## src/cplxAluPkg.sv

```systemverilog
`default_nettype none

package cplxAluPkg;

    localparam int DATA_W    = 32;  // operand and result width
    localparam int TAG_W     = 7;   // destination tag width
    localparam int ALU_DEPTH = 4;   // issue to writeback latency in edges

    // issue opcodes of the long-latency unit
    typedef enum logic [3:0] {
        MUL_L   = 4'h0,  // signed product low word
        MUL_H   = 4'h1,  // signed product high word
        MULU_L  = 4'h2,  // unsigned product low word
        MULU_H  = 4'h3,  // unsigned product high word
        DIV     = 4'h4,  // signed quotient
        REM     = 4'h5,  // signed remainder
        DIVU    = 4'h6,  // unsigned quotient
        REMU    = 4'h7,  // unsigned remainder
        SYSCALL = 4'h8   // trap only
    } opcode_e;          // 4'h9 and up are illegal

    // which unit output lands in destData
    typedef enum logic [2:0] {
        SEL_MUL_LO = 3'h0,
        SEL_MUL_HI = 3'h1,
        SEL_QUOT   = 3'h2,
        SEL_REM    = 3'h3,
        SEL_NONE   = 3'h4   // no result so data is forced to 0
    } resultSel_e;

    typedef struct packed {
        logic executed;   // always set on completion
        logic exception;  // div by zero, syscall, illegal
        logic destValid;  // result goes to the register file
    } exeFlags_t;

    // 76 bit packet from the issue queue
    typedef struct packed {
        logic              valid;
        opcode_e           opcode;
        logic [TAG_W-1:0]  tag;
        logic [DATA_W-1:0] data1;
        logic [DATA_W-1:0] data2;
    } issuePkt_t;

    // 14 bit decoded control riding the delay line
    typedef struct packed {
        logic             valid;
        logic [TAG_W-1:0] tag;
        resultSel_e       resultSel;
        exeFlags_t        flags;
    } ctrlPkt_t;

    // 43 bit writeback to the register file and active list
    typedef struct packed {
        logic              valid;
        logic [TAG_W-1:0]  tag;
        exeFlags_t         flags;
        logic [DATA_W-1:0] destData;
    } wbPkt_t;

endpackage

`default_nettype wire

```

## src/mulUnit.sv

```systemverilog
`default_nettype none
`timescale 1ns/1ps

module mulUnit (
    input  logic                           clk,
    input  logic [cplxAluPkg::DATA_W-1:0]  data1_i,
    input  logic [cplxAluPkg::DATA_W-1:0]  data2_i,
    input  logic                           mulSigned_i,
    output logic [cplxAluPkg::DATA_W-1:0]  productLo_o,
    output logic [cplxAluPkg::DATA_W-1:0]  productHi_o
);
    import cplxAluPkg::*;

    logic signed [DATA_W:0]     opA;  // 33 bit extended operand
    logic signed [DATA_W:0]     opB;
    logic        [2*DATA_W-1:0] product;
    logic        [2*DATA_W-1:0] prodPipe [ALU_DEPTH];  // product delay line

    // top bit is the sign in signed mode and zero otherwise
    assign opA = {mulSigned_i & data1_i[DATA_W-1], data1_i};
    assign opB = {mulSigned_i & data2_i[DATA_W-1], data2_i};

    // one shared signed multiplier covers both modes
    assign product = (2*DATA_W)'(opA) * (2*DATA_W)'(opB);  // low 64 bits are exact

    always_ff @(posedge clk)
    begin
        prodPipe[0] <= product;  // captured at issue
        for (int i = 1; i < ALU_DEPTH; i++)
        begin
            prodPipe[i] <= prodPipe[i-1];  // aligned with the ctrl delay line
        end
    end

    assign {productHi_o, productLo_o} = prodPipe[ALU_DEPTH-1];

endmodule

`default_nettype wire

```

## config.mk

```make
export PLATFORM = sky130hd
export DESIGN_NAME = mulUnit
export DESIGN_NICKNAME = d
export VERILOG_FILES = /design/src/cplxAluPkg.sv /design/src/mulUnit.sv
export SDC_FILE = /design/constraint.sdc
export NUM_CORES = 2
export LEC_CHECK = 0
export ABC_AREA = 1
export BUFFER_PORTS_ARGS = -buffer_cell sky130_fd_sc_hd__buf_4
export CORE_MARGIN = 3
export CORE_UTILIZATION = 50
export DETAILED_ROUTE_END_ITERATION = 12
export PLACE_DENSITY_LB_ADDON = 0.15
export REMOVE_ABC_BUFFERS = 1
export SYNTH_ARGS = -nofsm -noshare
export SYNTH_HDL_FRONTEND = slang
export SYNTH_SLANG_ARGS = --single-unit
```

## constraint.sdc

```tcl
create_clock -name clk -period 8.2 [get_ports clk]
set_input_delay 0.41 -clock clk [delete_from_list [all_inputs] [get_ports clk]]
set_output_delay 0.41 -clock clk [all_outputs]
set_load 0.01 [all_outputs]
```

======== After elaboration in Yosys (flattened, before gate mapping) ========
Memories as Yosys holds them, arrays and structs flattened.
Index checks and enable logic that the tools add are counted.
word-level totals
  register bits ........................... 0
  bits in writable memories ............... 256
  bits of input ports ..................... 66
  memories ................................ 1
memories
  name      words  width  rd ports  clocked after memory_dff  write ports  RTL line       text
  prodPipe  4      64     4         0                         4            mulUnit.sv:17  logic [2*DATA_W-1:0] prodPipe [ALU_DEPTH];
operators by class
  $mul .................................... 1
  bitwise gates (word level) .............. 2
operators by type and width
  operator          count
  $mul A33 B33 Y64  1
  $and A1 B1 Y1     2

======== Longest topological paths before layout ========
  depth after elaboration ................. 2
  mapped depth ............................ 34
  gate-level depth less buffers ........... 32

======== Least setup slack after synthesis ========
OpenSTA, ideal clock, no wires.
  path type ............................... input to register
  from .................................... input data1_i[31] (netlist name)
  to ...................................... memory prodPipe[0][50] (netlist name)
  arrival time ............................ 7191 ps
  path slack .............................. 896 ps
  stages on the path ...................... 28
  cell sequence ........................... buf_4 nand2_4 inv_2 clkbuf_1 nand2_1 inv_1 fa_1 fa_1 fa_1 inv_1 fa_1 inv_1 fa_1 fa_1 inv_1 fa_1 fa_1 inv_1 ha_1 nand2_1 nor2_2 inv_1 nor3_2 nand2_1 nor3_2 nand2_1 nand4_1 nand2_1
RTL lines
  element             RTL line       text
  start: declaration  mulUnit.sv:6   input logic [cplxAluPkg::DATA_W-1:0] data1_i,
  end: declaration    mulUnit.sv:17

==> results.tsv <==
metric	value	unit
arrival	7.82	ns
grt.overflow.total	0	
final_antenna_net_count	0	
rsz0062_at_grt	false	
die_area	94400	sq um
grt_usage	28.1	%
slew_violations	0	
cts.path.max_buffers	3	
cts_inserted_buffers	24	
drt_iter0_drc	1735	
end_kind	register	
place.gp.congestion	0.959	
hp-class	register to register	
r2r_setup_slack	7.68	ns
largest_reg_flops	256	
cts_tree	yes	
io_pins	130	
synth_cells	5363	
hold_viol_final	0	
max_slew_margin	27.2	%
grt_pass1_vias	36100	
path_class	input port to register	
max_freq	135	MHz
synth_ff_type	dfxtp_1	
coreArea	89200	sq um
synth.cell_area	45400	sq um
root_buffer	clkbuf_16	
synth-edff-count	0	
grt_pass1_wl	204000	um
whs_endpoint	prodPipe[3][50]	
avgViaCountPerCell	5.01	
min_from	prodPipe[2][50]	
vias	32400	
die_h	307	um
rr_startpoint	prodPipe[0][40]	
cp-start-kind	input port	
dr.pass1.iters	6	
synth_cell_type_count	39	
status	finished clean	
portBuffers	129	
layout-drive-gt1-share	5.59	%
fin_setup_tns	0	ns
critPathMaxFanout	33	
finalCritPeriodShare	90.1	%
area_delta_synth_final	5.64	%
ctsResizeCount	0	
n_fill_cell	8465	
avgSynthCellArea	8.46	sq um
hpwl	106000	um
seq_area_frac_synth	11.3	%
worstSetupStartpoint	data2_i[0]	
rows	109	
htreeDepth	1	
hold_depth	0	
reg.largest.list	prodPipe x256	
cts_sinks	256	
worst_r2r_endpoint	prodPipe[1][40]	
clock_latency	0.53	ns
yosysWarnings	0	
post-route-min-period	7.39	ns
synthArstFlopShare	0	%
fin_worst_skew	0.0249	ns
drt_wl_total	127000	um
required	8.63	ns
fp.dieW	307	um
nNetsFinal	6701	
r2r.worst_path.cells	0	
drcViolationCount	0	
wire_per_inst	19.6	um
clk_pin_slew	0.07	ns
regMostFlops	prodPipe	
initial_core_util	50.9	%
finalSetupViolCount	0	
cts_hold_buf	0	
antenna_found_initial	1	
grt_max_degree	34	
cts_setup_buffers	0	
ys_seq_elements	256	
maxCapViolations	0	
worst_pin_slew	1.09	ns
[routing by layer]
| layer | global-route usage [%] | up-vias | part of all wire [%] | wire length [um] |
|---|---|---|---|---|
| met5 | 0 | - | 0.019 | 24 |
| met4 | 8.54 | 2 | 3.5 | 4390 |
| met3 | 3.15 | 233 | 5.6 | 7120 |
| met2 | 50.4 | 1024 | 50 | 63800 |
| met1 | 35.8 | 16600 | 41 | 51400 |
| li1 | - | 14600 | - | - |
[cell families (layout without fill, tap and decap cells)]
group                      after synthesis  count (layout)  synth area share [%]
DFF                                    256             256                  11.3
and+or+nand+nor                       1698            1698                  15.0
xor gates and xnor gates                42              42                 0.810
adders and majority gates             1337            1337                  55.5
other                                    0               2                     0
buffers and inverters                 1888            1839                  15.6
AOI/OAI and AO/OA                      142             142                  1.81
[metrics by stage]
step | worst slack [ns] | cell area [sq um] | std cells | util (%) | hold slack (ns)
4_1_cts | 0.813 | 47900 | 6479 | 53.8 | 0.327
3_5_place_dp | 0.270 | 47100 | 6437 | 52.8 | 0.312
3_3_place_gp | 0.184 | 47100 | 6437 | 52.8 | 0.310
2_1_floorplan | 1.09 | 44400 | 5102 | - | 0.310
5_1_grt | 0.496 | 47900 | 6479 | 53.8 | 0.328
6_report | 0.812 | 47900 | 6481 | 53.8 | 0.317
[worst max-delay path: stages]
cell and delay, ns:
buf_4 0.43, nand2_1 0.17, inv_1 0.16, fa_1 0.50
fa_1 0.64, fa_1 0.49, inv_1 0.43, fa_1 0.50
inv_1 0.09, fa_1 0.45, fa_1 0.54, fa_1 0.50
inv_1 0.05, fa_1 0.47, inv_1 0.05, ha_1 0.43
nand2_1 0.15, nor2_1 0.30, nand2_1 0.20, inv_1 0.09
nand2_1 0.06, nand2_1 0.20, inv_1 0.07, nand3_1 0.21
nand2_1 0.08, inv_1 0.06, nor2_1 0.04
[how the worst max path moves through the flow]
stage / end / slack [ns] / depth (start not counted)
finish: prodPipe[0][41] / 0.81 / 27
global route: prodPipe[0][41] / 0.50 / 27
CTS: prodPipe[0][41] / 0.81 / 29
detailed placement: prodPipe[0][41] / 0.27 / 29
global placement: prodPipe[0][41] / 0.18 / 29
floorplan: prodPipe[0][50] / 1.09 / 26
[Yosys cell counts, types with 5 or more instances]
cell	count	area, sq um
o21ai_1	6	30.0
ha_1	212	2650
nor2_2	28	175
a21oi_1	74	370
nand4_1	17	106
nand3_1	62	310
nand2_1	1408	5290
nand2_2	22	138
o21ai_0	30	150
xnor2_1	6	52.6
nor2_1	124	465
a21o_1	5	37.5
nor3_2	7	70.1
fa_1	1125	22500
or2_2	7	43.8
o21bai_1	18	135
inv_1	1621	6080
clkbuf_1	258	968
xor2_1	36	315
dfxtp_1	256	5120
nand3_2	5	50.1
[cell type report]
| cell class | instances | area [sq um] | area share, % |
|---|---|---|---|
| Multi-Input combinational cell | 3219 | 33200 | 69.2 |
| Inverter | 1627 | 6110 | 12.7 |
| Sequential cell | 256 | 5120 | 10.7 |
| Tap cell | 1165 | 1460 | 3.04 |
| Timing Repair Buffer | 170 | 1280 | 2.66 |
| Clock buffer | 37 | 761 | 1.59 |
| Clock inverter | 5 | 45.0 | 0.0939 |
| Antenna cell | 2 | 5.00 | 0.0104 |
[placed cells by master (no fill, tap or decap), types with 6 or more instances in the layout]
cell type / count
a21oi_1: 74
buf_4: 170
clkbuf_16: 25
clkbuf_8: 9
dfxtp_1: 256
fa_1: 1125
ha_1: 212
inv_1: 1621
nand2_1: 1408
nand2_2: 22
nand3_1: 62
nand4_1: 17
nor2_1: 124
nor2_2: 28
nor3_2: 7
o21ai_0: 30
o21ai_1: 6
o21bai_1: 18
or2_2: 7
xnor2_1: 6
xor2_1: 36
Power is not shown: default switching activity piles up to over one toggle a cycle in this logic, so the estimate is an artifact.
