==> src/cplxAluPkg.sv <==
`default_nettype none

package cplxAluPkg;

    localparam int DATA_W    = 32;  // operand and result width
    localparam int TAG_W     = 7;   // destination tag width
    localparam int ALU_DEPTH = 4;   // issue to writeback latency in edges

    // issue opcodes of the long-latency unit
    typedef enum logic [3:0] {
        MUL_L   = 4'h0,  // signed product low word
        MUL_H   = 4'h1,  // signed product high word
        MULU_L  = 4'h2,  // unsigned product low word
        MULU_H  = 4'h3,  // unsigned product high word
        DIV     = 4'h4,  // signed quotient
        REM     = 4'h5,  // signed remainder
        DIVU    = 4'h6,  // unsigned quotient
        REMU    = 4'h7,  // unsigned remainder
        SYSCALL = 4'h8   // trap only
    } opcode_e;          // 4'h9 and up are illegal

    // which unit output lands in destData
    typedef enum logic [2:0] {
        SEL_MUL_LO = 3'h0,
        SEL_MUL_HI = 3'h1,
        SEL_QUOT   = 3'h2,
        SEL_REM    = 3'h3,
        SEL_NONE   = 3'h4   // no result so data is forced to 0
    } resultSel_e;

    typedef struct packed {
        logic executed;   // always set on completion
        logic exception;  // div by zero, syscall, illegal
        logic destValid;  // result goes to the register file
    } exeFlags_t;

    // 76 bit packet from the issue queue
    typedef struct packed {
        logic              valid;
        opcode_e           opcode;
        logic [TAG_W-1:0]  tag;
        logic [DATA_W-1:0] data1;
        logic [DATA_W-1:0] data2;
    } issuePkt_t;

    // 14 bit decoded control riding the delay line
    typedef struct packed {
        logic             valid;
        logic [TAG_W-1:0] tag;
        resultSel_e       resultSel;
        exeFlags_t        flags;
    } ctrlPkt_t;

    // 43 bit writeback to the register file and active list
    typedef struct packed {
        logic              valid;
        logic [TAG_W-1:0]  tag;
        exeFlags_t         flags;
        logic [DATA_W-1:0] destData;
    } wbPkt_t;

endpackage

`default_nettype wire

==> src/opDecoder.sv <==
`default_nettype none
`timescale 1ns/1ps

module opDecoder (
    input  cplxAluPkg::issuePkt_t          issue_i,
    output cplxAluPkg::ctrlPkt_t           ctrl_o,
    output logic                           mulSigned_o,
    output logic                           divSigned_o,
    output logic [cplxAluPkg::DATA_W-1:0]  divisor_o,
    output logic                           divByZero_o
);
    import cplxAluPkg::*;

    logic isDivide;     // one of the four divide forms
    logic zeroDivisor;  // raw data2 is zero

    assign zeroDivisor = (issue_i.data2 == '0);

    always_comb
    begin
        ctrl_o                = '0;
        ctrl_o.valid          = issue_i.valid;
        ctrl_o.tag            = issue_i.tag;
        ctrl_o.resultSel      = SEL_NONE;
        ctrl_o.flags.executed = 1'b1;  // every opcode completes
        mulSigned_o           = 1'b0;
        divSigned_o           = 1'b0;
        isDivide              = 1'b0;

        case (issue_i.opcode)
            MUL_L, MUL_H, MULU_L, MULU_H:
            begin
                ctrl_o.flags.destValid = 1'b1;
                mulSigned_o            = (issue_i.opcode inside {MUL_L, MUL_H});
                ctrl_o.resultSel       = (issue_i.opcode inside {MUL_L, MULU_L}) ?
                                         SEL_MUL_LO : SEL_MUL_HI;
            end
            DIV, REM, DIVU, REMU:
            begin
                isDivide               = 1'b1;
                ctrl_o.flags.destValid = 1'b1;  // still writes 0 on a trap
                ctrl_o.flags.exception = zeroDivisor;
                divSigned_o            = (issue_i.opcode inside {DIV, REM});
                ctrl_o.resultSel       = (issue_i.opcode inside {DIV, DIVU}) ?
                                         SEL_QUOT : SEL_REM;
            end
            SYSCALL: ctrl_o.flags.exception = 1'b1;  // trap with no destination
            default: ctrl_o.flags.exception = 1'b1;  // illegal code
        endcase
    end

    // divider only ever sees a nonzero divisor
    assign divisor_o   = (isDivide && !zeroDivisor) ? issue_i.data2 : DATA_W'(1);
    assign divByZero_o = isDivide && zeroDivisor;  // tells the divider to return 0

endmodule

`default_nettype wire

==> config.mk <==
export PLATFORM = sky130hd
export DESIGN_NAME = opDecoder
export DESIGN_NICKNAME = d
export VERILOG_FILES = /design/src/cplxAluPkg.sv /design/src/opDecoder.sv
export SDC_FILE = /design/constraint.sdc
export NUM_CORES = 1
export LEC_CHECK = 0
export BUFFER_PORTS_ARGS = -buffer_cell sky130_fd_sc_hd__buf_2
export CAP_MARGIN = 40
export CELL_PAD_IN_SITES_DETAIL_PLACEMENT = 1
export CELL_PAD_IN_SITES_GLOBAL_PLACEMENT = 1
export CORE_MARGIN = 3
export CORE_UTILIZATION = 12
export DETAILED_ROUTE_END_ITERATION = 6
export PLACE_DENSITY_LB_ADDON = 0.1
export SLEW_MARGIN = 40
export SYNTH_ARGS = -nofsm -noshare
export SYNTH_HDL_FRONTEND = slang
export SYNTH_SLANG_ARGS = --single-unit
export TNS_END_PERCENT = 100
==> constraint.sdc <==
create_clock -name vclk -period 1.3
set_input_delay 0.195 -clock vclk [all_inputs]
set_output_delay 0.195 -clock vclk [all_outputs]
set_load 0.03 [all_outputs]
Word level (Yosys, flattened, before mapping)
Index checks and enable logic that the tools add are counted.
Storage, ports and cells
  word-level logic and storage cells: 28
  output and inout bits: 49
  register bits after elaboration: 0
  input port bits: 76
Operators by class
  multiplexer cells: 9
  reductions and logical operators: 12
  equality and inequality tests: 7
Operator list (count)
  32-bit logical NOT: 1
  32-bit two-way mux: 1
  4-bit by 3-bit == test with 1-bit output (second input constant): 4
  4-bit by 2-bit == test with 1-bit output (second input constant): 2
  2-bit nonzero test: 4
  4-bit OR reduction: 2
  8-bit OR reduction: 1
  1-bit two-way mux: 6
  3-bit case mux with 2 select lines: 1
  4-bit by 1-bit == test with 1-bit output (second input constant): 1
  4-bit logical NOT: 1
  1-bit logical AND: 2
  1-bit case mux with 2 select lines: 1
  1-bit logical NOT: 1

Logic depth before layout (Yosys ltp)
  depth after elaboration: 5
  depth in mapped cells: 5
  depth with buffers taken out: 4

Worst setup path after synthesis
No wires, ideal clock.
  path kind: input-to-output
  start: in issue_i[27] (netlist name)
  end: out divByZero_o
  path slack: -0.549 ns
  required time: 1.105 ns
  path buffers: 1
  stages on the path: 4
  arrival time: 1.654 ns
  cells stage by stage: nor4_1 -> nand4_2 -> buf_6 -> nor3_1
Between the ends
  cells in the longest elaborated chain, start to end: 2
Ends and longest elaborated chain
  from (decl): RTL line opDecoder.sv:5  | input cplxAluPkg::issuePkt_t issue_i,
  32-bit logical NOT: RTL line opDecoder.sv:17  | assign zeroDivisor = (issue_i.data2 == '0);
  1-bit logical AND: RTL line opDecoder.sv:54  | assign divByZero_o = isDivide && zeroDivisor;
  to (decl): RTL line opDecoder.sv:10  | output logic divByZero_o
Every way passes these cells.

Worst setup path after layout
  start: in issue_i[27] (netlist name)
  end: out divisor_o[22] (netlist name)
Between the ends
  cells in the longest elaborated chain, start to end: 4
Ends and longest elaborated chain
  32-bit logical NOT: RTL line opDecoder.sv:17
  1-bit logical NOT: RTL line opDecoder.sv:53  | assign divisor_o = (isDivide && !zeroDivisor) ? issue_i.data2 : DATA_W'(1);
  1-bit logical AND: RTL line opDecoder.sv:53
  32-bit two-way mux: RTL line opDecoder.sv:53
  to (decl): RTL line opDecoder.sv:9  | output logic [cplxAluPkg::DATA_W-1:0] divisor_o,
Every way passes these cells.

==> results.json <==
{
  "status": "finished with violations",
  "failed_checks": "setup timing",
  "fmax_ghz": 0.612,
  "hp-class": "in -> out",
  "cp_data_required_time_ns": 1.11,
  "p_comb_share_pct": 100.0,
  "setup_ws_ns": -0.335,
  "grt_pass1_vias": 1076,
  "route.detailed.drc": 0,
  "n_clock_buffer": 0,
  "die-area_mm2": 0.00569,
  "grt_pass1_wl_um": 5310,
  "worstSetupStartpointType": "primary input",
  "drive_gt1_share_pct": 93.6,
  "seq_power_share_pct": 0,
  "gp_congestion": 0.658,
  "hold_path_end": "ctrl_o[8]",
  "synth_commonest_cells": "31 x o211a_1, 9 x buf_4, 8 x nor4_1",
  "syn-num-nets": 148,
  "ant_nets": 0,
  "final-seq-area_um2": 0,
  "fill_cells": 497,
  "crit_arrival_ns": 1.44,
  "synthDistinctLibCells": 17,
  "vias_per_cell": 4.54,
  "total_leakage_power_nw": 0.872,
  "min_from": "issue_i[66]",
  "synthesis.area_um2": 578,
  "setup_tns_ns": -10.45,
  "wire_per_inst_um": 16.7,
  "slew_viol_final": 0,
  "worst_hold_path.num_cells": 0,
  "rsz0062_at_grt": "true",
  "endpoint_kind": "output pin",
  "path_max_fanout": 23,
  "via_count": 1013,
  "ys_top_cells_by_area": "o211a_1 54%, buf_4 12%, nor4_1 8.7%",
  "grt_max_degree": 24,
  "num_antenna_cells": 0,
  "p_clk_share_pct": 0,
  "synth_most_common_cell": "o211a_1",
  "syn_avg_cell_area_um2": 8.03,
  "n_sequential_cell": 0,
  "yosysTopAreaCell": "o211a_1",
  "p_sw_share_pct": 48.0,
  "synth_top_cell_area_share_pct": 53.7,
  "yosys_warnings": 0,
  "placementRows": 24,
  "dieHeight_um": 75.4,
  "hpwl_um": 2670,
  "final_cells": 223,
  "post-place-cells": 217,
  "totalWireLength_um": 3720,
  "antenna_found_initial": 0,
  "fin_crit_ns": 1.64,
  "max_cap_violations": 0,
  "ios": 125,
  "p_int_uw": 286,
  "globalRouteOverflowTotal": 0,
  "postSynthCellCount": 72,
  "crit_type": "in -> out",
  "switching_power_uw": 264,
  "area_growth_pct": 242,
  "die_w_um": 75.4,
  "first_pass_iters": 2,
  "finalNetCount": 249,
  "hold_violations": 0,
  "ys_seq_area_share_pct": 0,
  "grtUsageTotal_pct": 11.8,
  "core_mm2": 0.00450,
  "powerDensity_mw_per_mm2": 278,
  "ir_worst_vdd_v": 0.0000821,
  "period_share_pct": 126,
  "io_buffers": 76,
  "start_util_pct": 12.8,
  "setup_viol": 34,
  "drtIter0Drc": 8
}
==> critical path, stage by stage <==
cell	delay [ns]
buf_2	0.12
nor4_4	0.31
nand4_2	0.18
buf_12	0.23
o211a_4	0.27
buf_6	0.13
==> metrics by stage <==
| stage | setup WS (ns) | hold WS (ns) | utilization [%] | cell area (µm²) | power [mW] |
|---|---|---|---|---|---|
| 6_report | -0.335 | 0.390 | 43.9 | 1980 | 0.550 |
| 3_3_place_gp | -0.359 | 0.390 | 34.6 | 1560 | 0.463 |
| 3_5_place_dp | -0.387 | 0.390 | 34.6 | 1560 | 0.470 |
| 5_1_grt | -0.394 | 0.390 | 43.9 | 1980 | 0.580 |
| 4_1_cts | -0.342 | 0.390 | 42.0 | 1890 | 0.538 |
| 2_1_floorplan | -0.0969 | 0.500 | - | 966 | 0.280 |
==> power by group through the flow <==
stage	Combinational, mW	Sequential [mW]	Clock (mW)
2_1_floorplan	0.280	0	0
3_3_place_gp	0.463	0	0
3_5_place_dp	0.470	0	0
4_1_cts	0.538	0	0
5_1_grt	0.580	0	0
6_report	0.550	0	0
==> layer usage <==
metal / vias up / share of wire (%) / global-route usage [%]
met5: - / 0 / 0
met4: 0 / 0.38 / 0.583
met3: 4 / 5.2 / 1.06
met2: 40 / 56 / 22.9
met1: 483 / 38 / 14.6
li1: 486 / - / -
==> how the worst max path moves through the flow <==
stage	start	to
after floorplan	issue_i[3]	divByZero_o
after global placement	issue_i[24]	divisor_o[22]
after detailed placement	issue_i[11]	divisor_o[24]
after CTS	issue_i[14]	divisor_o[2]
after global routing	issue_i[19]	divisor_o[15]
final	issue_i[27]	divisor_o[22]
==> final cells by class <==
type               instances  area [µm²]  share of cell area (%)
well taps                 52        65.1                    3.29
multi-input cells         51         802                    40.6
inverters                  2        11.3                   0.570
repair buffers           118        1100                    55.6
==> cell usage in the layout, fill, tap and decap left out, drive strengths merged <==
cell type / n
inv: 1
nand4: 2
clkinvlp: 1
o211a: 31
conb: 1
nor2b: 1
and4: 2
nor3: 2
clkbuf: 1
a31o: 1
nor4: 8
nor2: 1
nand2: 1
buf: 117
a211o: 1
==> cells by family after synthesis <==
family / share of synthesized area, %
simple gates: 19.3
compound gates: 56.7
buf+inv: 23.4
other cells: 0.649
==> timing repair <==
| item | CTS | global route |
|---|---|---|
| hold buffers | 0 | 0 |
| gates cloned | 3 | 1 |
| buffers inserted | 1 | 1 |
| endpoints found under the setup margin | 34 | 34 |
| pin swaps | 3 | 5 |
| gates resized for setup | 87 | 13 |
Power figures use the tool's default switching activity.
