--- src/cplxAluPkg.sv ---
`default_nettype none

package cplxAluPkg;

    localparam int DATA_W    = 32;  // operand and result width
    localparam int TAG_W     = 7;   // destination tag width
    localparam int ALU_DEPTH = 4;   // issue to writeback latency in edges

    // issue opcodes of the long-latency unit
    typedef enum logic [3:0] {
        MUL_L   = 4'h0,  // signed product low word
        MUL_H   = 4'h1,  // signed product high word
        MULU_L  = 4'h2,  // unsigned product low word
        MULU_H  = 4'h3,  // unsigned product high word
        DIV     = 4'h4,  // signed quotient
        REM     = 4'h5,  // signed remainder
        DIVU    = 4'h6,  // unsigned quotient
        REMU    = 4'h7,  // unsigned remainder
        SYSCALL = 4'h8   // trap only
    } opcode_e;          // 4'h9 and up are illegal

    // which unit output lands in destData
    typedef enum logic [2:0] {
        SEL_MUL_LO = 3'h0,
        SEL_MUL_HI = 3'h1,
        SEL_QUOT   = 3'h2,
        SEL_REM    = 3'h3,
        SEL_NONE   = 3'h4   // no result so data is forced to 0
    } resultSel_e;

    typedef struct packed {
        logic executed;   // always set on completion
        logic exception;  // div by zero, syscall, illegal
        logic destValid;  // result goes to the register file
    } exeFlags_t;

    // 76 bit packet from the issue queue
    typedef struct packed {
        logic              valid;
        opcode_e           opcode;
        logic [TAG_W-1:0]  tag;
        logic [DATA_W-1:0] data1;
        logic [DATA_W-1:0] data2;
    } issuePkt_t;

    // 14 bit decoded control riding the delay line
    typedef struct packed {
        logic             valid;
        logic [TAG_W-1:0] tag;
        resultSel_e       resultSel;
        exeFlags_t        flags;
    } ctrlPkt_t;

    // 43 bit writeback to the register file and active list
    typedef struct packed {
        logic              valid;
        logic [TAG_W-1:0]  tag;
        exeFlags_t         flags;
        logic [DATA_W-1:0] destData;
    } wbPkt_t;

endpackage

`default_nettype wire

--- src/divUnit.sv ---
`default_nettype none
`timescale 1ns/1ps

module divUnit (
    input  logic                           clk,
    input  logic [cplxAluPkg::DATA_W-1:0]  data1_i,
    input  logic [cplxAluPkg::DATA_W-1:0]  divisor_i,
    input  logic                           divSigned_i,
    input  logic                           divByZero_i,
    output logic [cplxAluPkg::DATA_W-1:0]  quotient_o,
    output logic [cplxAluPkg::DATA_W-1:0]  remainder_o
);
    import cplxAluPkg::*;

    typedef struct packed {
        logic [DATA_W-1:0] quot;
        logic [DATA_W-1:0] rem;
    } divRes_t;

    logic              dividendNeg;  // only in signed mode
    logic              divisorNeg;
    logic              overflow;     // most negative by -1
    logic [DATA_W-1:0] magA;
    logic [DATA_W-1:0] magB;
    logic [DATA_W-1:0] magQuot;
    logic [DATA_W-1:0] magRem;
    divRes_t           result;
    divRes_t           resPipe [ALU_DEPTH];  // result delay line

    assign dividendNeg = divSigned_i & data1_i[DATA_W-1];
    assign divisorNeg  = divSigned_i & divisor_i[DATA_W-1];

    // 0x8000_0000 maps onto itself as an unsigned magnitude
    assign magA = dividendNeg ? -data1_i   : data1_i;
    assign magB = divisorNeg  ? -divisor_i : divisor_i;

    assign magQuot = magA / magB;  // magB never zero
    assign magRem  = magA % magB;

    assign overflow = dividendNeg && (data1_i[DATA_W-2:0] == '0) && (divisor_i == '1);

    always_comb
    begin
        // truncation toward zero
        result.quot = (dividendNeg ^ divisorNeg) ? -magQuot : magQuot;
        result.rem  = dividendNeg ? -magRem : magRem;  // sign of the dividend
        if (overflow)
        begin
            result.quot = data1_i;  // most negative value comes back
            result.rem  = '0;
        end
        if (divByZero_i)
        begin
            result = '0;  // trap returns 0 in both words
        end
    end

    always_ff @(posedge clk)
    begin
        resPipe[0] <= result;
        for (int i = 1; i < ALU_DEPTH; i++)
        begin
            resPipe[i] <= resPipe[i-1];
        end
    end

    assign quotient_o  = resPipe[ALU_DEPTH-1].quot;
    assign remainder_o = resPipe[ALU_DEPTH-1].rem;

    // the decoder guards the divisor
    assert property (@(posedge clk) divisor_i != '0)
        else $error("divUnit: zero divisor reached the divider");

endmodule

`default_nettype wire

--- config.mk ---
export PLATFORM = sky130hd
export DESIGN_NAME = divUnit
export DESIGN_NICKNAME = d
export VERILOG_FILES = /design/src/cplxAluPkg.sv /design/src/divUnit.sv
export SDC_FILE = /design/constraint.sdc
export NUM_CORES = 2
export LEC_CHECK = 0
export BUFFER_PORTS_ARGS = -buffer_cell sky130_fd_sc_hd__buf_2
export CORE_MARGIN = 4
export CORE_UTILIZATION = 24
export DETAILED_ROUTE_END_ITERATION = 10
export SLEW_MARGIN = 30
export SYNTH_ARGS = -nofsm -noshare
export SYNTH_HDL_FRONTEND = slang
export SYNTH_SLANG_ARGS = --single-unit
--- constraint.sdc ---
create_clock -name clk -period 125.5 [get_ports clk]
set_input_delay 12.55 -clock clk [delete_from_list [all_inputs] [get_ports clk]]
set_output_delay 12.55 -clock clk [all_outputs]
set_load 0.1 [all_outputs]
Word-level counts from Yosys, hierarchy flattened --
Memories as Yosys holds them, arrays and structs flattened. Cells that the tools add are included. Widths: inputs -> output; s select.
Storage, ports and cells: logic and storage cells 20, output and inout bits 64, bits in writable memories 256, register bits after elaboration 0, memories 1
Operators by class: divide/modulo/power cells 2, mux-type cells 6, reduce and logical (&&, ||, !) cells 3, $add $sub $neg 4, eq/ne operators 1, bitwise operators 3
Memories:
- resPipe | depth 4, width 64, rd ports 4, clocked after Yosys merged registers in 0, wr ports 4, RTL line divUnit.sv:28 | divRes_t resPipe [ALU_DEPTH];
Operators with widths (count):
- $mux 32 | 4
- $mux 64 | 2
- $neg 32->32 | 4
- $div 32x32->32 | 1
- $eq 32x32->1 const B | 1
- $mod 32x32->32 | 1
- $logic_not 31->1 | 1
- $and 1x1->1 | 2
- $logic_and 1x1->1 | 2
- $xor 1x1->1 | 1

Depth between registers and ports, before layout --
word-level depth 7, mapped depth 373, mapped depth without buffers 347

Worst setup path after synthesis --
OpenSTA, ideal clock, no wires.
path type input to register, from input port divisor_i[0] in the netlist's numbering, to memory resPipe[0][31] in the netlist's numbering, stages on the path 343, setup slack 33612 ps, arrival 91764 ps, path buffers 55, data required time 125377 ps, path through buf_6 inv_1 ha_1 nor3b_2 a41oi_1 xnor2_1 nand4_2 or2_1 nor4_1 nand2_1 clkbuf_1 nor2_1 mux2i_1 ha_1 o21a_1 o21ai_0 nor2_1 mux2i_1 [... 307 more ...] mux2_2 ha_1 a21o_1 a21o_1 nor3_1 a211oi_1 a2111oi_0 o31ai_1 nor3_1 o21ai_0 o31ai_4 or3b_4 nor4b_4 nand3b_2 or4b_4 nor3_2 a41oi_1 mux2_1
RTL lines:
- start, declared | RTL line divUnit.sv:7 | input logic [cplxAluPkg::DATA_W-1:0] divisor_i,
- end, declared | RTL line divUnit.sv:28

==> impl_metrics.ini <==
[status]
status = complete, no violations

[sta]
setup_viol = 0
setup_ws_ns = 13.59
tns_ns = 0
rsz0062_at_grt = no
min_period_ns = 111.91
drv_slew = 0
final.period_utilization_pct = 89.2
whs_ns = 0.320
worstMarginPinSlew_ns = 1.11
hold_viol_final = 0
skew_ns = 0.0153
max_freq_mhz = 8.94
relSlewSlack_pct = 25.3

[clocking]
post-cts-setup-buffers = 0
clock_sinks = 256
cts_max_path_buffers = 3
clkTransAtPathRegs_ns = 0.07
cts_resized = 0
numCtsBuffers = 24
ctsHtreeMaxLevel = 1
clk_latency_ns = 0.56
holdBufCountCts = 0
root_buffer = clkbuf_16
cts_tree = built

[global_routing]
grt_max_degree = 53
grt.overflow.total = 0
grt_pass1_vias = 43970
track_usage_pct = 22.5
grt_pass1_wl_mm = 303
grt_antenna_before_repair = 24

[setup_path]
crit_type = in2reg
critPathLaunchType = primary input
critical_path.max_fanout = 52
cp_slowest_stage_delay_ns = 0.91
critPathCaptureType = flip-flop
slowest_stage = a221oi_1
arrival_ns = 112.36
r2r_cells = 0
required_ns = 125.95
cp_common_cell = ha_1

[finish]
fill_cells = 18678
largest_register_ffs = 256
num-nets-final = 6429
regMostFlops = resPipe
drive_gt1_share_pct = 9.33
reg.largest.list = resPipe: 256 flops
area_growth_pct = 12.0

[drt]
vias = 47267
post-route-drc-count = 0
drtIter0Drc = 5525
routed_via_density = 5.85
wl_per_cell_um = 26.4
ant_nets = 0
drt-total-wl_mm = 213
drt_pass1_iterations = 7

[placement]
dpl_worst_slack_ns = 14.91
place_congestion = 1.05
post-dp-hpwl_mm = 173
numPortBuffers = 130

[yosys]
synth_area_um2 = 41000
synthArstFlopShare_pct = 0
yosys.area.top_type = ha_1
synth_commonest_cells = 698 x nor2_1, 563 x nand2_1, 535 x ha_1
synth_area_leaders = ha_1 16%, dfxtp_1 13%, nor2_1 6.4%
synth_cell_types = 118
synth_edf_count = 0
synth_cells = 5734
yosysWarnings = 0
yosysMostFrequentCell = nor2_1
ys_ff_latch = 256
synth_nets = 6337
yosys.area.top_type_share_pct = 16.3
yosysSeqAreaShare_pct = 12.5
avgSynthCellArea_um2 = 7.14
synth_flop_cell = dfxtp_1

[floorplanning]
core_area_um2 = 169000
num_rows = 151
die_area_um2 = 177000
initial_core_util_pct = 24.2
die_h_um = 421
ios = 131
die_x_um = 421

[power_and_ir_drop]
p_sw_share_pct = 56.3
finalPower_mw = 0.809
ir_worst_vdd_v = 0.0000121
clockPowerShare_pct = 9.7
p_switching_mw = 0.455
p_comb_share_pct = 76.5
seqPwrFrac_pct = 13.7
p_per_area_nw_per_um2 = 17.6
p_leak_nw = 19.5
p_int_mw = 0.354

[worst_hold_path]
hold_class = reg2reg
hold_depth = 0

[run]
maxCapViolations = 0
[power groups by stage]
| stage | clock, mW | combinational, mW | sequential (mW) |
|---|---|---|---|
| final | 0.0786 | 0.620 | 0.111 |
| after global routing | 0.0852 | 0.657 | 0.114 |
| after global placement | 0 | 0.597 | 0.113 |
| after floorplan | 0 | 0.378 | 0.154 |
| after detailed placement | 0 | 0.598 | 0.114 |
| after CTS | 0.0820 | 0.601 | 0.112 |
[cells by family after synthesis]
kind of cell | synth area share [%]
AND/OR/NAND/NOR | 25.3
AO/OA/AOI/OAI | 30.1
adder cells (fa/ha/maj) | 16.4
XOR/XNOR | 10.2
buffers and inverters | 3.55
flip-flops | 12.5
multiplexers | 1.95
[through the flow]
stage | std cells | util (%) | area (um^2)
floorplan | 5734 | - | 41000
global placement | 8018 | 26.5 | 44800
detailed placement | 8018 | 26.5 | 44900
CTS | 8062 | 27.0 | 45800
global route | 8076 | 27.1 | 45900
finish | 8080 | 27.1 | 45900
[layout by cell type, fill, tap and decap left out, drive strengths merged, types with 22 or more instances in the layout]
cell type / n
a21oi: 514
xor2: 192
inv: 178
o31ai: 47
nand2: 564
o211ai: 58
a31oi: 100
or4: 22
mux2i: 31
mux2: 43
a211oi: 76
o21ai: 306
or3: 67
xnor2: 284
nand2b: 64
and3: 47
nand4: 78
or2: 51
nor2: 700
buf: 263
nor2b: 56
nand3: 151
clkbuf: 31
dfxtp: 256
nor4: 64
a21o: 173
o21bai: 50
a21boi: 36
o22ai: 31
nor3: 203
ha: 535
o21a: 119
and2: 39
[per-layer routing]
metal / wire length, um / vias up / part of all wire, % / track usage, %
li1: - / 21506 / - / -
met1: 87000 / 22530 / 41 / 29.2
met2: 90900 / 2644 / 43 / 34.9
met3: 19500 / 581 / 9.2 / 3.58
met4: 15500 / 6 / 7.3 / 13.9
met5: 38 / - / 0.018 / 0
[worst max-delay path, delay by kind of cell]
family	cells	cell delay [ns]
mux	4	1.11
simple gates	105	30.55
fa+ha+maj	32	10.58
compound gates	165	50.19
buf+inv	29	6.99
[layout make-up]
type / instances / area, um^2 / share of cell area, %
sequential: 256 / 5120 / 11.2
antenna: 18 / 45.0 / 0.0982
multi-input combinational: 5108 / 34800 / 75.8
tap: 2218 / 2780 / 6.05
timing repair buffer: 263 / 1650 / 3.60
clock buffer: 31 / 687 / 1.50
clock inverter: 13 / 180 / 0.393
inverter: 173 / 649 / 1.42
[worst paths after layout]
check / startpoint / endpoint / slack, ns
min reg2reg: resPipe[1][20] / resPipe[2][20] / 0.32
max reg2reg: resPipe[0][30] / resPipe[1][30] / 124.86
min: resPipe[1][20] / resPipe[2][20] / 0.32
max: divisor_i[0] / resPipe[0][31] / 13.59
Note: power is estimated with default switching activity, not from simulation.
