$ cat config.mk
export PLATFORM = sky130hd
export DESIGN_NAME = writebackPipe
export DESIGN_NICKNAME = d
export VERILOG_FILES = /design/src/cplxAluPkg.sv /design/src/writebackPipe.sv
export SDC_FILE = /design/constraint.sdc
export NUM_CORES = 1
export LEC_CHECK = 0
export BUFFER_PORTS_ARGS = -buffer_cell sky130_fd_sc_hd__buf_2
export CAP_MARGIN = 30
export CORE_MARGIN = 2
export CORE_UTILIZATION = 25
export CTS_CLUSTER_SIZE = 30
export DETAILED_ROUTE_END_ITERATION = 8
export MAX_ROUTING_LAYER = met4
export PLACE_DENSITY = 0.57
export SYNTH_ARGS = -nofsm -noshare
export SYNTH_HDL_FRONTEND = slang
export SYNTH_SLANG_ARGS = --single-unit
export TNS_END_PERCENT = 10
$ cat constraint.sdc
create_clock -name clk -period 1.61 [get_ports clk]
set_input_delay 0.0805 -clock clk [delete_from_list [all_inputs] [get_ports clk]]
set_output_delay 0.0805 -clock clk [all_outputs]
set_load 0.02 [all_outputs]
$ cat src/cplxAluPkg.sv
`default_nettype none

package cplxAluPkg;

    localparam int DATA_W    = 32;  // operand and result width
    localparam int TAG_W     = 7;   // destination tag width
    localparam int ALU_DEPTH = 4;   // issue to writeback latency in edges

    // issue opcodes of the long-latency unit
    typedef enum logic [3:0] {
        MUL_L   = 4'h0,  // signed product low word
        MUL_H   = 4'h1,  // signed product high word
        MULU_L  = 4'h2,  // unsigned product low word
        MULU_H  = 4'h3,  // unsigned product high word
        DIV     = 4'h4,  // signed quotient
        REM     = 4'h5,  // signed remainder
        DIVU    = 4'h6,  // unsigned quotient
        REMU    = 4'h7,  // unsigned remainder
        SYSCALL = 4'h8   // trap only
    } opcode_e;          // 4'h9 and up are illegal

    // which unit output lands in destData
    typedef enum logic [2:0] {
        SEL_MUL_LO = 3'h0,
        SEL_MUL_HI = 3'h1,
        SEL_QUOT   = 3'h2,
        SEL_REM    = 3'h3,
        SEL_NONE   = 3'h4   // no result so data is forced to 0
    } resultSel_e;

    typedef struct packed {
        logic executed;   // always set on completion
        logic exception;  // div by zero, syscall, illegal
        logic destValid;  // result goes to the register file
    } exeFlags_t;

    // 76 bit packet from the issue queue
    typedef struct packed {
        logic              valid;
        opcode_e           opcode;
        logic [TAG_W-1:0]  tag;
        logic [DATA_W-1:0] data1;
        logic [DATA_W-1:0] data2;
    } issuePkt_t;

    // 14 bit decoded control riding the delay line
    typedef struct packed {
        logic             valid;
        logic [TAG_W-1:0] tag;
        resultSel_e       resultSel;
        exeFlags_t        flags;
    } ctrlPkt_t;

    // 43 bit writeback to the register file and active list
    typedef struct packed {
        logic              valid;
        logic [TAG_W-1:0]  tag;
        exeFlags_t         flags;
        logic [DATA_W-1:0] destData;
    } wbPkt_t;

endpackage

`default_nettype wire

$ cat src/writebackPipe.sv
`default_nettype none
`timescale 1ns/1ps

module writebackPipe (
    input  logic                           clk,
    input  logic                           reset,
    input  logic                           recover_i,
    input  cplxAluPkg::ctrlPkt_t           ctrl_i,
    input  logic [cplxAluPkg::DATA_W-1:0]  productLo_i,
    input  logic [cplxAluPkg::DATA_W-1:0]  productHi_i,
    input  logic [cplxAluPkg::DATA_W-1:0]  quotient_i,
    input  logic [cplxAluPkg::DATA_W-1:0]  remainder_i,
    output cplxAluPkg::wbPkt_t             wb_o
);
    import cplxAluPkg::*;

    ctrlPkt_t          ctrlPipe [ALU_DEPTH];  // stage 0 takes the issue
    ctrlPkt_t          lastCtrl;              // lines up with the unit outputs
    logic [DATA_W-1:0] selData;

    always_ff @(posedge clk)
    begin
        ctrlPipe[0] <= ctrl_i;
        for (int i = 1; i < ALU_DEPTH; i++)
        begin
            ctrlPipe[i] <= ctrlPipe[i-1];
        end
        // kill everything in flight plus the packet entering now
        if (reset || recover_i)
        begin
            for (int i = 0; i < ALU_DEPTH; i++)
            begin
                ctrlPipe[i].valid <= 1'b0;  // stage becomes a bubble
            end
        end
    end

    assign lastCtrl = ctrlPipe[ALU_DEPTH-1];

    // result mux at the last stage
    always_comb
    begin
        case (lastCtrl.resultSel)
            SEL_MUL_LO: selData = productLo_i;
            SEL_MUL_HI: selData = productHi_i;
            SEL_QUOT:   selData = quotient_i;
            SEL_REM:    selData = remainder_i;
            default:    selData = '0;  // SEL_NONE
        endcase
        if (lastCtrl.flags.exception)
        begin
            selData = '0;  // traps write 0
        end
    end

    always_comb
    begin
        wb_o = '0;  // idle bus is all zero
        if (lastCtrl.valid)
        begin
            wb_o.valid    = 1'b1;
            wb_o.tag      = lastCtrl.tag;
            wb_o.flags    = lastCtrl.flags;
            wb_o.destData = selData;
        end
    end

    // nothing survives a recovery edge
    assert property (@(posedge clk) disable iff (reset) recover_i |=> !wb_o.valid)
        else $error("writebackPipe: writeback right after recovery");

endmodule

`default_nettype wire
## Word level (Yosys, flattened, before mapping)

Memories as Yosys holds them, arrays and structs flattened.
Cells that the tools add are included.

- RAM bits: 56
- Memories kept: 1
- Word-level logic and storage cells: 19
- Output and inout bits: 43
- Bits in registers: 0

- Eq/ne operators: 3
- Reduce and logical (&&, ||, !) cells: 2
- Bitwise gates (word level): 4
- Muxes and demuxes: 9

Memories:

| name | words | width | rd ports | clocked after Yosys merged registers in | wr ports | RTL line | RTL |
|---|---|---|---|---|---|---|---|
| ctrlPipe | 4 | 14 | 4 | 0 | 4 | writebackPipe.sv:17 | `ctrlPkt_t ctrlPipe [ALU_DEPTH];` |

Operator list:

| kind | number |
|---|---|
| $pmux W32 S4 | 1 |
| $mux W43 | 1 |
| $mux W32 | 1 |
| $eq A3 B2 Y1 const B | 2 |
| $mux W1 | 6 |
| $or A1 B1 Y1 const A | 4 |
| $eq A3 B1 Y1 const B | 1 |
| $logic_not A3 Y1 | 1 |
| $logic_or A1 B1 Y1 | 1 |

## Longest topological paths before layout

Gate-level depths: netlist of the first run.
An unclocked memory read counts as a cell.

- Depth after elaboration: 5
- Gate-level depth with buffers: 4
- Depth with buffers taken out: 2

## Least setup slack after synthesis of the first run

No wires, ideal clock.

- Path kind: register -> output
- Start: mem ctrlPipe[3][1] (netlist bit)
- End: out wb_o[0] (netlist bit)
- Data required time: 1529 ps
- Slack: 105 ps
- Data arrival time: 1425 ps
- Path buffers: 2
- Cell stages (with the launch flop): 5
- Cells stage by stage: dfxtp_1 or4b_1 clkbuf_2 buf_6 o22ai_1

RTL lines:

| what | RTL line | RTL |
|---|---|---|
| from (decl) | writebackPipe.sv:17 |  |
| to (decl) | writebackPipe.sv:13 | `output cplxAluPkg::wbPkt_t wb_o` |

==> results of run 1 <==
## power by group through the flow
| stage | registers, uW | clock network (uW) | logic, uW |
|---|---|---|---|
| after CTS | 1470 | 911 | 391 |
| after floorplan | 1500 | 0 | 146 |
| final | 1470 | 878 | 424 |
| after global routing | 1480 | 980 | 457 |
| after global placement | 1500 | 0 | 339 |
| after detailed placement | 1500 | 0 | 344 |
## worst paths after layout
path / from / endpoint / slack, ns / depth (start not counted)
worst max-delay path: ctrlPipe[3][4] / wb_o[5] / -0.22 / 4
worst min register to register: ctrlPipe[2][12] / ctrlPipe[3][12] / 0.33 / 0
worst max register to register: ctrlPipe[0][13] / ctrlPipe[1][13] / 1.09 / 1
worst min-delay path: reset / ctrlPipe[2][13] / 0.10 / 3
## logic make-up after synthesis
family          synth area share, %
buf+inv                        4.60
simple gates                   5.23
flops                          51.5
compound gates                 9.20
mux                            29.4
## what timing repair did
item                                    CTS  global route
gates resized for setup                  74            35
pin swaps                                 3             1
hold buffers                             14             0
cloned                                    2             1
hold endpoints to repair                 14             0
endpoints found under the setup margin   32            32
## synth_stat cells (all sizes together)
cell      n
mux2i    64
buf      11
nor2      1
and2     14
clkbuf    6
nand4bb   1
o22ai    32
dfxtp    56
or4b      1
## layout make-up
class / count / share of cell area [%]
timing repair buffer: 211 / 35.6
multi-input combinational: 113 / 30.5
sequential: 56 / 27.6
tap: 108 / 3.32
clock buffer: 8 / 2.98
## per-stage QoR
step	setup WS (ns)	hold slack, ns	power [uW]	cell area [um2]	cells
final	-0.225	0.103	2770	4080	496
after global routing	-0.277	0.111	2920	4080	496
after CTS	-0.220	0.0934	2770	3850	495
after detailed placement	0.0781	0.184	1850	3250	471
after global placement	0.101	0.183	1840	3250	471
after floorplan	0.105	0.108	1640	2180	186
## placed cells by master, fill, tap and decap left out
master,instances
buf_2,155
and2_1,13
and2_2,1
buf_12,4
o22ai_2,21
nand4bb_1,1
o22ai_4,11
dfxtp_1,54
dlygate4sd3_1,14
mux2i_1,64
or4b_4,1
nor2_1,1
buf_16,2
clkbuf_16,2
buf_6,30
dfxtp_2,1
dfxtp_4,1
clkbuf_8,7
buf_4,5
## per-layer routing
layer / routed length [um] / share of wire (%) / track usage [%]
met5: 0 / 0 / -
met4: 127 / 1.7 / 4.38
met3: 493 / 6.5 / 3.45
met2: 4150 / 55 / 26.8
met1: 2770 / 37 / 15.0
## worst max-delay path: stages (launching register included)
cell	delay, ns
dfxtp_1	0.32
or4b_4	0.64
buf_16	0.20
o22ai_2	0.15
buf_6	0.15
==> results.yml, run 1 <==
status:
  status: "finished with violations"
  violations: "setup timing"
sta:
  setup_violations: 32
  skew_ns: 0.00409
  period_needed_ns: 1.83
  slew_viol_final: 0
  max_freq_ghz: 0.545
  totalNegativeSetupSlack_ns: -5.85
  tightest_slew_ns: 0.368
  setup_ws_ns: -0.225
  hold_viol_final: 0
  relSlewSlack_pct: 74.8
  rsz0062_at_grt: "yes"
  fin_crit_sh_pct: 114
clock_network:
  postCtsSetupRepairBufs: 0
  cts.reportedPaths.clkPinSlew_ns: 0.08
  cts_root_buf: "clkbuf_8"
  clock_path_buffers: 2
  clock_latency_ns: 0.29
  clkSinkCount: 56
  htree_levels: 2
  cts_tree: "done"
  cts_buffers: 5
critical_path:
  crit_required_ns: 1.53
  crit_path_end_kind: "output pin"
  worstPathArrival_ns: 1.75
  worst-path-max-fanout: 8
  crit_path_start_kind: "register"
  critPathKind: "register to output pin"
route:
  wl_per_cell_um: 15.2
  vias: 2214
  drt-initial-drc-count: 24
  drc: 0
  antenna_left: 0
  drt_wl_total_um: 7540
  viasPerCell: 4.46
  first_pass_iters: 4
grt:
  grt_pass1_wl_um: 10700
  antenna_found_initial: 0
  grt_pass1_vias: 2202
  gr-total-overflow: 0
  grt_max_degree: 45
  grtUsageTotal_pct: 14.4
synthesis:
  syn-cell-area_um2: 2180
  syn-instance-count: 186
  syn_nets: 331
  yosys_warnings: 0
  syn_area_per_cell_um2: 11.7
  ys_ff_latch: 56
  synth_top_cell_by_area: "dfxtp_1"
  synth.distinct_cells: 13
  synth_top_area_share_pct: 51.5
  seq_area_frac_synth_pct: 51.5
  synth_area_leaders: "dfxtp_1 (52%), mux2i_1 (29%), o22ai_1 (9.2%), and2_1 (3.7%), buf_2 (1.6%)"
cells_and_area:
  seq_area_um2: 1130
  nNetsFinal: 532
  multi_input_area_um2: 1240
  drive_gt1_share_pct: 62.1
  fin_util_pct: 47.4
  largestRegisters: "ctrlPipe: 56 flops"
  diodes: 0
  fillers: 781
  largest_reg_flops: 56
  regMostFlops: "ctrlPipe"
  syn_to_final_growth_pct: 87.3
place:
  dp_hpwl_um: 4980
  gp_congestion: 0.800
  io_buffers: 187
die:
  initial_utilization_pct: 25.3
  die_w_um: 97.3
  core_region_area_um2: 8590
  io_pins: 188
  chipHeight_um: 97.3
  die_area_um2: 9470
  rows: 34
power_and_ir_drop:
  leakagePower_uw: 0.00203
  switchingPower_uw: 585
  comb_power_share_pct: 15.3
  sequentialPowerShare_pct: 53.0
  vdd_drop_max_v: 0.000870
  internal_power_uw: 2190
  pwr-share-clk_pct: 31.7
  switching_share_pct: 21.1
  powerDensity_nw_per_um2: 680
min_path:
  hp-class: "input pin to register"
run:
  drv_cap: 0
Note: power is estimated with default switching activity, not from simulation.
==> run 2, diff against run 1 <==
MAX_ROUTING_LAYER = not set   (was met4)
SKIP_LAST_GASP = 1   (was not set)
==> run 2 against run 1 <==
The run still ends with setup timing left. First-iteration DRC count is 8.3% higher. Combinational power is 3% lower. Cell area is 3.5% lower. Global-route usage is 0.79 points lower. Worst setup slack worse by 0.025 ns. Register-to-register slack hardly changed. Critical path depth stayed put. Flip-flop and latch count stayed put. Die area stayed put. Sequential power hardly changed. Wire length is 2.4% lower. Cell count stayed put.
==> results.yml, run 2 (synthesis results as in run 1) <==
status:
  status: "finished with violations"
  violations: "setup timing"
die:
  core_region_area_um2: 8590
  initial_utilization_pct: 25.3
  die_w_um: 97.3
  chipHeight_um: 97.3
  die_area_um2: 9470
  rows: 34
  io_pins: 188
sta:
  setup_ws_ns: -0.250
  fin_crit_sh_pct: 116
  setup_violations: 32
  skew_ns: 0.00414
  hold_viol_final: 0
  slew_viol_final: 0
  rsz0062_at_grt: "yes"
  tightest_slew_ns: 0.383
  relSlewSlack_pct: 73.7
  max_freq_ghz: 0.538
  period_needed_ns: 1.86
route:
  drt-initial-drc-count: 26
  drc: 0
  wl_per_cell_um: 14.8
  drt_wl_total_um: 7360
  first_pass_iters: 4
  viasPerCell: 4.43
  vias: 2199
  antenna_left: 0
run:
  drv_cap: 0
cells_and_area:
  final_common_cell: "buf_2"
  seq_area_um2: 1130
  diodes: 0
  final_area_um2: 3930
  syn_to_final_growth_pct: 80.7
  largest_reg_flops: 56
  regMostFlops: "ctrlPipe"
  final_cell_count_no_fill: 496
  drive_gt1_share_pct: 60.8
  nNetsFinal: 532
  largestRegisters: "ctrlPipe: 56 flops"
  fillers: 802
  layout_common_cells: "buf_2 (155), mux2i_1 (64), dfxtp_1 (54), buf_4 (27), o22ai_2 (20)"
  multi_input_area_um2: 1180
clock_network:
  cts_root_buf: "clkbuf_8"
  cts.reportedPaths.clkPinSlew_ns: 0.08
  clock_latency_ns: 0.29
  htree_levels: 2
  cts_tree: "done"
  clock_path_buffers: 2
  cts_buffers: 5
  clkSinkCount: 56
grt:
  grt_pass1_wl_um: 10400
  gr-total-overflow: 0
  grt_pass1_vias: 2147
  antenna_found_initial: 0
  grtUsageTotal_pct: 13.6
  grt_max_degree: 45
power_and_ir_drop:
  leakagePower_uw: 0.00201
  powerDensity_nw_per_um2: 702
  vdd_drop_max_v: 0.000871
critical_path:
  crit_path_end_kind: "output pin"
  worst-path-max-fanout: 8
  critPathKind: "register to output pin"
  crit_path_start_kind: "register"
  reg2reg_depth: 1
  reg2reg_slack_ns: 1.09
  r2r-start: "ctrlPipe[0][13]"
  worstPathArrival_ns: 1.78
  crit_required_ns: 1.53
  r2r_end: "ctrlPipe[1][13]"
place:
  dp_hpwl_um: 4980
  placedCellCount: 471
  dp_slack_ns: 0.0781
  gp_congestion: 0.789
  io_buffers: 187
  placed_area_um2: 3250
min_path:
  min_path_cells: 3
  min_delay_worst_endpoint: "ctrlPipe[2][13]"
  hp-class: "input pin to register"
  hp-start: "reset"
run 2: cell types whose count changed in the layout (fill, tap and decap cells not counted):
cell	previous run	this run
buf_4	5	27
o22ai_1	0	5
o22ai_4	11	7
o22ai_2	21	20
buf_6	30	8
run 2: worst max-delay path, stage by stage, from the launching register on:
cell and delay [ns]:
dfxtp_1 0.32, or4b_4 0.64, buf_16 0.20, o22ai_1 0.15
buf_4 0.17
run 2: power breakdown:
group	internal (uW)	leakage [uW]	total, uW	switching [uW]
Clock	486	0.0000627	878	393
Sequential	1450	0.000472	1470	16.3
Combinational	245	0.00147	411	166
Total	2190	0.00201	2760	575
run 2: worst max path at each step:
stage / start / to / slack (ns) / cells after the start
after floorplan: ctrlPipe[3][1] / wb_o[0] / 0.10 / 4
after global placement: ctrlPipe[3][1] / wb_o[3] / 0.10 / 4
after detailed placement: ctrlPipe[3][1] / wb_o[2] / 0.08 / 4
after CTS: ctrlPipe[3][5] / wb_o[26] / -0.22 / 4
after global routing: ctrlPipe[3][4] / wb_o[26] / -0.33 / 4
final: ctrlPipe[3][4] / wb_o[26] / -0.25 / 4
run 2: repair_timing:
action / CTS / global route
endpoints found under the setup margin: 32 / 32
gates cloned: 2 / 1
pin swaps: 3 / 1
endpoints found under the hold margin: 14 / 0
gates resized for setup: 47 / 31
hold buffers: 14 / 0
buffers inserted: 0 / 0
run 2: area by class of cell:
cell class	instances	share of cell area [%]
clock buffers	8	3.09
multi-input cells	113	30.0
flip-flops and latches	56	28.6
well taps	108	3.44
repair buffers	211	34.8
run 2: routing by layer:
layer | GRT usage, % | routed length (um) | vias to the layer above
met5 | 0 | 0 | -
met4 | 5.45 | 192 | 0
met3 | 3.88 | 556 | 14
met2 | 25.2 | 3900 | 112
met1 | 14.5 | 2710 | 994
li1 | - | - | 1079
run 2: stage by stage:
step | hold WS (ns) | setup TNS (ns) | util, % | power, uW
6_report | 0.103 | -6.19 | 45.7 | 2760
5_1_grt | 0.111 | -8.22 | 45.7 | 2900
4_1_cts | 0.0934 | -6.72 | 43.4 | 2770
3_5_place_dp | 0.184 | 0 | 37.9 | 1850
3_3_place_gp | 0.183 | 0 | 37.9 | 1840
2_1_floorplan | 0.108 | 0 | - | 1640
